--- src/design/pim_mem_pkg.sv ---
/*
 * pim memory package
 * widths and vector types for the bank words and addresses
 * and for the leaf RAM blocks that the bank is built from
 */
`default_nettype none

package pim_mem_pkg;

    localparam int BANK_ADDR_W = 10;  // 1024 words in the bank
    localparam int LEAF_ADDR_W = 8;   // 256 entries in one leaf block
    localparam int DATA_W      = 16;  // width of one bank word

    // word address anywhere in the bank
    typedef logic [BANK_ADDR_W-1:0] bank_addr_t;

    typedef logic [LEAF_ADDR_W-1:0] leaf_addr_t;  // address into one leaf block

    // data word, fetch-and-add operand or response
    typedef logic [DATA_W-1:0] data_t;

endpackage

`default_nettype wire

--- src/design/pim_cmd_pkg.sv ---
/*
 * pim command package
 * operation codes of the command port and the states
 * of the controller FSM
 */
`default_nettype none

package pim_cmd_pkg;

    // every operation responds with the old word of the address
    typedef enum logic [1:0] {
        OP_READ  = 2'd0,  // word is left unchanged
        OP_WRITE = 2'd1,  // operand replaces the word
        OP_ADD   = 2'd2   // word plus operand is written back
    } pim_op_t;

    // one command in flight from accept to response
    typedef enum logic [1:0] {
        ST_IDLE = 2'd0,  // waiting for a command
        ST_LOAD = 2'd1,  // old word arrives from the memory
        ST_RESP = 2'd2   // response offered until taken
    } ctrl_state_t;

endpackage

`default_nettype wire

--- src/design/pim_controller.sv ---
/*
 * pim command controller
 * runs read, write and fetch-and-add one command at a time
 * and answers each with the old word of the address
 */
`timescale 1ns/1ps
`default_nettype none

module pim_controller (
    input  logic                    clk,
    input  logic                    rst_n,
    input  logic                    cmd_valid,
    output logic                    cmd_ready,
    input  pim_cmd_pkg::pim_op_t    cmd_op,
    input  pim_mem_pkg::bank_addr_t cmd_addr,
    input  pim_mem_pkg::data_t      cmd_data,
    output logic                    rsp_valid,
    input  logic                    rsp_ready,
    output pim_mem_pkg::data_t      rsp_data,
    output logic                    mem_we,
    output pim_mem_pkg::bank_addr_t mem_addr,
    output pim_mem_pkg::data_t      mem_wdata,
    input  pim_mem_pkg::data_t      mem_rdata
);

    import pim_mem_pkg::*;
    import pim_cmd_pkg::*;

    ctrl_state_t state_q;
    ctrl_state_t state_d;
    pim_op_t     op_q;
    bank_addr_t  addr_q;
    data_t       operand_q;
    data_t       rsp_data_q;
    data_t       sum;
    logic        accept;

    assign accept = cmd_valid & cmd_ready;
    assign sum    = mem_rdata + operand_q;  // wraps modulo 2**DATA_W

    always_comb begin
        state_d = state_q;
        case (state_q)
            ST_IDLE: begin
                if (accept) begin
                    state_d = ST_LOAD;
                end
            end
            ST_LOAD: state_d = ST_RESP;  // old word is on mem_rdata this cycle
            ST_RESP: begin
                if (rsp_ready) begin
                    state_d = ST_IDLE;
                end
            end
            default: state_d = ST_IDLE;
        endcase
    end

    always_ff @(posedge clk or negedge rst_n) begin
        if (!rst_n) begin
            state_q <= ST_IDLE;
        end else begin
            state_q <= state_d;
        end
    end

    // hold the accepted command for the write-back cycle
    always_ff @(posedge clk) begin
        if (accept) begin
            op_q      <= cmd_op;
            addr_q    <= cmd_addr;
            operand_q <= cmd_data;
        end
    end

    // the response holds its value under back-pressure
    always_ff @(posedge clk) begin
        if (state_q == ST_LOAD) begin
            rsp_data_q <= mem_rdata;
        end
    end

    // idle cycles address the memory straight from the command port
    always_comb begin
        mem_we    = 1'b0;
        mem_addr  = addr_q;
        mem_wdata = operand_q;
        if (state_q == ST_IDLE) begin
            mem_we    = cmd_valid & (cmd_op == OP_WRITE);
            mem_addr  = cmd_addr;
            mem_wdata = cmd_data;
        end else if (state_q == ST_LOAD) begin
            mem_we    = (op_q == OP_ADD);  // sum goes back to the held address
            mem_wdata = sum;
        end
    end

    assign cmd_ready = (state_q == ST_IDLE);
    assign rsp_valid = (state_q == ST_RESP);
    assign rsp_data  = rsp_data_q;

endmodule

`default_nettype wire

--- config.mk ---
export PLATFORM = sky130hd
export DESIGN_NAME = pim_controller
export DESIGN_NICKNAME = d
export VERILOG_FILES = /design/src/design/pim_mem_pkg.sv /design/src/design/pim_cmd_pkg.sv /design/src/design/pim_controller.sv
export SDC_FILE = /design/constraint.sdc
export NUM_CORES = 1
export LEC_CHECK = 0
export BUFFER_PORTS_ARGS = -buffer_cell sky130_fd_sc_hd__buf_2
export CAP_MARGIN = 20
export CORE_MARGIN = 4
export CORE_UTILIZATION = 25
export DETAILED_ROUTE_END_ITERATION = 8
export PLACE_DENSITY = 0.45
export SLEW_MARGIN = 20
export SYNTH_ARGS = -nofsm -noshare
export SYNTH_HDL_FRONTEND = slang
export SYNTH_SLANG_ARGS = --single-unit
--- constraint.sdc ---
create_clock -name clk -period 4.1 [get_ports clk]
set_clock_uncertainty 0.2 [all_clocks]
set_input_delay 0.615 -clock clk [delete_from_list [all_inputs] [get_ports clk]]
set_output_delay 0.615 -clock clk [all_outputs]
set_load 0.005 [all_outputs]
Word-level counts from Yosys, hierarchy flattened:

Index checks and enable logic that the tools add are counted.

* bits in registers: 46
* input bits: 48
* logic and storage cells: 24
* output and inout bits: 45

* $add $sub $neg: 1
* bitwise logic cells: 2
* equality and inequality tests: 6
* muxes and demuxes: 8
* reductions and logical operators: 2

Operator list (number)
* $mux W16: 2
* $add A16 B16 Y16: 1
* $mux W10: 1
* $pmux W2 S3: 1
* $eq A2 B1 Y1 const B: 2
* $eq A2 B2 Y1 const B: 2
* $mux W2: 2
* $ne A2 B1 Y1 const B: 2
* $and A1 B1 Y1: 2
* $logic_not A2 Y1: 1
* $mux W1: 2
* $reduce_and A2 Y1: 1

Logic depth before layout (Yosys ltp):

Gate-level depths: netlist of run 1.

* depth after elaboration: 4
* mapped depth: 8
* mapped depth without buffers: 8

Least setup slack after synthesis of run 1:

OpenSTA, ideal clock, no wires.

* path type: input -> output
* from: in mem_rdata[0]
* to: out mem_wdata[14]
* stages on the path: 8
* arrival: 2.312 ns
* buffers on the path: 0
* slack: 0.973 ns
* required time: 3.285 ns
* path through: ha_1 fa_1 a21oi_1 o21ai_0 a211o_1 a21oi_2 mux2i_1 a221o_1

* cells in the longest elaborated chain, start to end: 3

RTL lines
* start, declared: line pim_controller.sv:23 `input pim_mem_pkg::data_t mem_rdata`
* $add A16 B16 Y16: line pim_controller.sv:39 `assign sum = mem_rdata + operand_q;`
* $mux W16: line pim_controller.sv:92 `end else if (state_q == ST_LOAD) begin`
* $mux W16: line pim_controller.sv:88 `if (state_q == ST_IDLE) begin`
* end, declared: line pim_controller.sv:22 `output pim_mem_pkg::data_t mem_wdata,`

No other way between the ends.

Worst setup path after layout of run 1:

Same ends and word-level chain as after synthesis.

==> results of run 1 <==
[where the power goes]
part,leakage (nW),total (W),internal (W),switching [W]
clock network,0.0585,0.000359,0.000183,0.000176
logic,0.876,0.000888,0.000397,0.000491
registers,0.438,0.000698,0.000641,0.0000574
[synthesized netlist by cell type (3+ instances only)]
library cell and number:
a211o_1 3, clkbuf_1 6, o21ai_0 22, edfxtp_1 44, a22oi_1 5, mux2_2 10, mux2i_1 8, ha_1 15
nand2_1 22, a21oi_1 16, inv_1 6, and2_1 3, xnor2_1 8, nand3_1 8, nor2_1 8, nand3b_1 3
[per-layer routing]
| layer | share of wire [%] | track usage (%) | vias to the layer above |
|---|---|---|---|
| met5 | 0.28 | 0 | - |
| met4 | 0.75 | 2.40 | 2 |
| met3 | 9.2 | 4.93 | 6 |
| met2 | 44 | 18.7 | 75 |
| met1 | 46 | 15.5 | 964 |
| li1 | - | - | 1036 |
[per-stage QoR]
stage / setup slack (ns) / total power, W / instances / utilization [%] / area [um^2]
after floorplan: 0.973 / 0.00122 / 220 / - / 2570
after global placement: 0.529 / 0.00161 / 442 / 32.3 / 3200
after detailed placement: 0.530 / 0.00161 / 442 / 32.3 / 3200
after CTS: 0.506 / 0.00199 / 451 / 33.5 / 3320
after global routing: 0.337 / 0.00210 / 451 / 33.5 / 3320
final: 0.514 / 0.00195 / 451 / 33.5 / 3320
[worst paths after layout]
path                            depth (start not counted)  slack [ns]             to         start
worst max-delay path                                   10        0.51  mem_wdata[14]  mem_rdata[0]
worst min register to register                          3        0.57     state_q[1]    state_q[0]
worst min-delay path                                    2        0.28     state_q[1]     rsp_ready
min in group asynchronous                               2        0.41     state_q[1]         rst_n
worst max register to register                          4        1.27   operand_q[4]    state_q[1]
max in group asynchronous                               2        3.19     state_q[0]         rst_n
[area by class of cell]
| class | instances | area, um^2 | share of cell area (%) |
|---|---|---|---|
| Clock buffer | 5 | 68.8 | 2.07 |
| Inverter | 6 | 22.5 | 0.678 |
| Multi-Input combinational cell | 159 | 1130 | 34.1 |
| Sequential cell | 46 | 1370 | 41.3 |
| Clock inverter | 3 | 43.8 | 1.32 |
| Timing Repair Buffer | 99 | 515 | 15.5 |
| Tap cell | 133 | 166 | 5.01 |
[kinds of logic after synthesis]
kind of cell	synth area share (%)
AND/OR/NAND/NOR	9.89
flip-flops	53.4
AO/OA/AOI/OAI	15.5
XOR/XNOR	3.07
adder cells (fa/ha/maj)	8.09
multiplexers	7.51
buffers and inverters	2.49
[state kept, by name, indices dropped and copies added, names as in the netlist]
register and flops:
addr_q 10, op_q 2, operand_q 16, rsp_data 16, state_q 2
[what timing repair did]
item                                   4_1_cts  5_1_grt
buffers inserted                             0        0
hold buffers                                 1        0
endpoints found under the hold margin        2        0
==> impl_metrics.json, run 1 <==
{
  "syn-num-nets": 284,
  "ir_drop_mv": 0.239,
  "cts.sink_count": 46,
  "antennaDiodeCount": 0,
  "cts.path.max_buffers": 2,
  "row_count": 36,
  "power_density_nw_per_um2": 586,
  "drt-total-wl_um": 7050,
  "cts_resized": 0,
  "grt_antenna_before_repair": 1,
  "synth-seq-area-share_pct": 53.4,
  "fp.dieH_um": 109,
  "grt_pass1_wl_um": 11000,
  "clkSlewWorstSetupHoldPaths_ns": 0.10,
  "endpoint_kind": "output pin",
  "grt_pass1_vias": 2171,
  "synth-seq-cells": 46,
  "synth.distinct_cells": 44,
  "setup_viol": 0,
  "synth_edf_count": 44,
  "post_drt_wl_per_cell_um": 15.6,
  "netlist_instances": 220,
  "nFillCells": 1042,
  "cp.arrival_ns": 2.77,
  "drtIter0Drc": 93,
  "final.period_utilization_pct": 87.5,
  "cts-htree-levels": 2,
  "start_util_pct": 25.9,
  "grt_usage_pct": 11.9,
  "worst-path-buf-inv": 2,
  "min_period_ns": 3.59,
  "worstMarginPinSlew_ns": 0.854,
  "drive_above_1_share_pct": 37.4,
  "ys_top_cells_by_area": "edfxtp_1 51%, ha_1 7.3%, mux2_2 4.4%, o21ai_0 4.3%, nand2_1 3.2%",
  "io_pins": 93,
  "synth_top_area_cell": "edfxtp_1",
  "dieArea_um2": 12000,
  "syn-cell-area_um2": 2570,
  "overflow": 0,
  "async_flop_share_pct": 4.35,
  "yosysWarnings": 0,
  "core_um2": 9910,
  "gp_congestion": 0.776,
  "via_count": 2083,
  "clk_latency_ns": 0.30,
  "worstSetupStartpointType": "input pin",
  "maxCapViolCount": 0,
  "cp.required_ns": 3.28,
  "p_leak_nw": 1.37,
  "fin_tns_setup_ns": 0,
  "max_freq_mhz": 279,
  "dp_hpwl_um": 5230,
  "port_buffers": 92,
  "viasPerCell": 4.62,
  "drv_slew": 0,
  "final_common_cell": "buf_2",
  "fin_nets": 381,
  "path_max_fanout": 3,
  "cp_slowest_stage_delay_ns": 0.42,
  "cp_top_family": "compound AO/OA/AOI/OAI gates",
  "die_x_um": 109,
  "synth_ff_type": "edfxtp_1",
  "grt_max_degree": 29,
  "hold_violations": 0,
  "post-route-drc-count": 0,
  "drt_first_pass_iters": 4,
  "cts_made_buffers": 5,
  "hold_class": "input pin to register",
  "worstSetupPathType": "input pin to output pin",
  "layout_common_cells": "92 x buf_2, 44 x edfxtp_1, 22 x nand2_1, 22 x o21ai_0, 16 x a21oi_1",
  "path_common_cell": "buf_2",
  "timing.hold.ws_ns": 0.284,
  "slowest_stage": "fa_1",
  "rsz0062_at_grt": "no",
  "maxSlewHeadroom_pct": 42.8,
  "area_growth_syn_to_layout_pct": 29.3,
  "path_cells": "buf_2 -> ha_1 -> fa_1 -> a21oi_1 -> o21ai_0 -> a211o_1 -> a21oi_2 -> mux2i_1 -> a221o_1 -> buf_2",
  "clock-root-buffer": "clkbuf_8",
  "syn_area_per_cell_um2": 11.7,
  "yosysTopAreaCellShare_pct": 51.5,
  "status": "finished, final reports clean",
  "ant_nets": 0,
  "cts_tree": "yes"
}
Power figures use the tool's default switching activity.
==> run 2, diff against run 1 <==
- MAX_ROUTING_LAYER: unset -> met4
==> run 2 against run 1 <==
Global-route usage is 0.34 points higher. Worst setup slack hardly changed. Non-clock buffer count stayed put. Fmax hardly changed. Routed wire length is 0.13% lower. Critical endpoint unchanged. Combinational power hardly changed.
==> impl_metrics.json, run 2 (synthesized netlist as in run 1, its figures left out) <==
{
  "ir_drop_mv": 0.240,
  "gp_congestion": 0.787,
  "max_freq_mhz": 279,
  "place_area_um2": 3200,
  "io_pins": 93,
  "die_x_um": 109,
  "layout_common_cells": "92 x buf_2, 44 x edfxtp_1, 22 x nand2_1, 22 x o21ai_0, 16 x a21oi_1",
  "cts_tree": "yes",
  "cp.required_ns": 3.28,
  "fp.dieH_um": 109,
  "overflow": 0,
  "grt_antenna_before_repair": 1,
  "start_util_pct": 25.9,
  "cts_resized": 0,
  "rsz0062_at_grt": "no",
  "worstSetupPathType": "input pin to output pin",
  "cts-htree-levels": 2,
  "path_max_fanout": 3,
  "row_count": 36,
  "endpoint_kind": "output pin",
  "worstReg2RegStart": "state_q[1]",
  "cts.sink_count": 46,
  "final.period_utilization_pct": 87.5,
  "drt-total-wl_um": 7050,
  "dieArea_um2": 12000,
  "maxCapViolCount": 0,
  "fin_tns_setup_ns": 0,
  "dp.cells": 442,
  "grt_max_degree": 29,
  "final_area_um2": 3320,
  "nFillCells": 1041,
  "grt_pass1_wl_um": 10900,
  "maxSlewHeadroom_pct": 42.6,
  "worstSetupStartpointType": "input pin",
  "cts.path.max_buffers": 2,
  "cts_made_buffers": 5,
  "min_period_ns": 3.59,
  "post-route-drc-count": 0,
  "via_count": 2076,
  "drv_slew": 0,
  "p_leak_nw": 1.37,
  "drive_above_1_share_pct": 37.4,
  "power_density_nw_per_um2": 586,
  "post_drt_wl_per_cell_um": 15.6,
  "core_um2": 9910,
  "area_growth_syn_to_layout_pct": 29.4,
  "final_common_cell": "buf_2",
  "drt_first_pass_iters": 4,
  "port_buffers": 92,
  "grt_usage_pct": 12.3,
  "ant_nets": 0,
  "grt_pass1_vias": 2177,
  "setup_viol": 0,
  "timing.hold.ws_ns": 0.284,
  "worstMarginPinSlew_ns": 0.858,
  "viasPerCell": 4.59,
  "dp_hpwl_um": 5230,
  "hold_violations": 0,
  "cp-startpoint": "mem_rdata[0]",
  "cp.arrival_ns": 2.77,
  "fin_nets": 381,
  "clock-root-buffer": "clkbuf_8",
  "clk_latency_ns": 0.30,
  "layout.cells.non_filler": 452,
  "status": "finished, final reports clean",
  "clkSlewWorstSetupHoldPaths_ns": 0.10,
  "min_from": "rsp_ready",
  "dp_slack_ns": 0.530,
  "fin_ws_ns": 0.514,
  "drtIter0Drc": 98,
  "hold_class": "input pin to register"
}
==> run 2: what timing repair did <==
action | in CTS | in global routing
endpoints found under the hold margin | 2 | 0
hold buffers | 1 | 0
setup buffers | 0 | 0
endpoints found under the setup margin | 0 | 0
==> run 2: critical path: stages <==
cell,delay (ns)
buf_2,0.11
ha_1,0.23
fa_1,0.42
a21oi_1,0.22
o21ai_0,0.20
a211o_1,0.35
a21oi_2,0.15
mux2i_1,0.09
a221o_1,0.26
buf_2,0.13
==> run 2: path summary, 6_finish.rpt <==
check                           slack [ns]            end  depth (start not counted)
worst max-delay path                  0.51  mem_wdata[14]                         10
worst min-delay path                  0.28     state_q[1]                          2
worst max register to register        1.27   operand_q[6]                          4
worst min register to register        0.57     state_q[1]                          3
max in group asynchronous             3.19     state_q[0]                          2
min in group asynchronous             0.41     state_q[1]                          2
==> run 2: report_power, final <==
group          internal (W)  switching [W]
clock              0.000183       0.000177
sequential         0.000641      0.0000573
combinational      0.000397       0.000492
==> run 2: cell type report <==
cell class | instances | area (um^2) | area share, %
inverter | 6 | 22.5 | 0.678
timing repair buffer | 99 | 515 | 15.5
clock inverter | 3 | 43.8 | 1.32
multi-input combinational | 159 | 1130 | 34.1
tap | 133 | 166 | 5.01
antenna | 1 | 2.50 | 0.0753
sequential | 46 | 1370 | 41.3
clock buffer | 5 | 68.8 | 2.07
==> run 2: metal layers <==
layer	vias to the layer above	GRT usage, %	share of wire (%)
met1	957	16.1	48
met5	-	-	0
met4	0	2.40	0.70
met2	77	18.7	44
met3	4	4.05	8.2
li1	1038	-	-
==> run 2: metrics by stage <==
stage | total power [W] | utilization, %
2_1_floorplan | 0.00122 | -
4_1_cts | 0.00199 | 33.5
6_report | 0.00195 | 33.5
5_1_grt | 0.00210 | 33.5
3_5_place_dp | 0.00161 | 32.3
3_3_place_gp | 0.00161 | 32.3
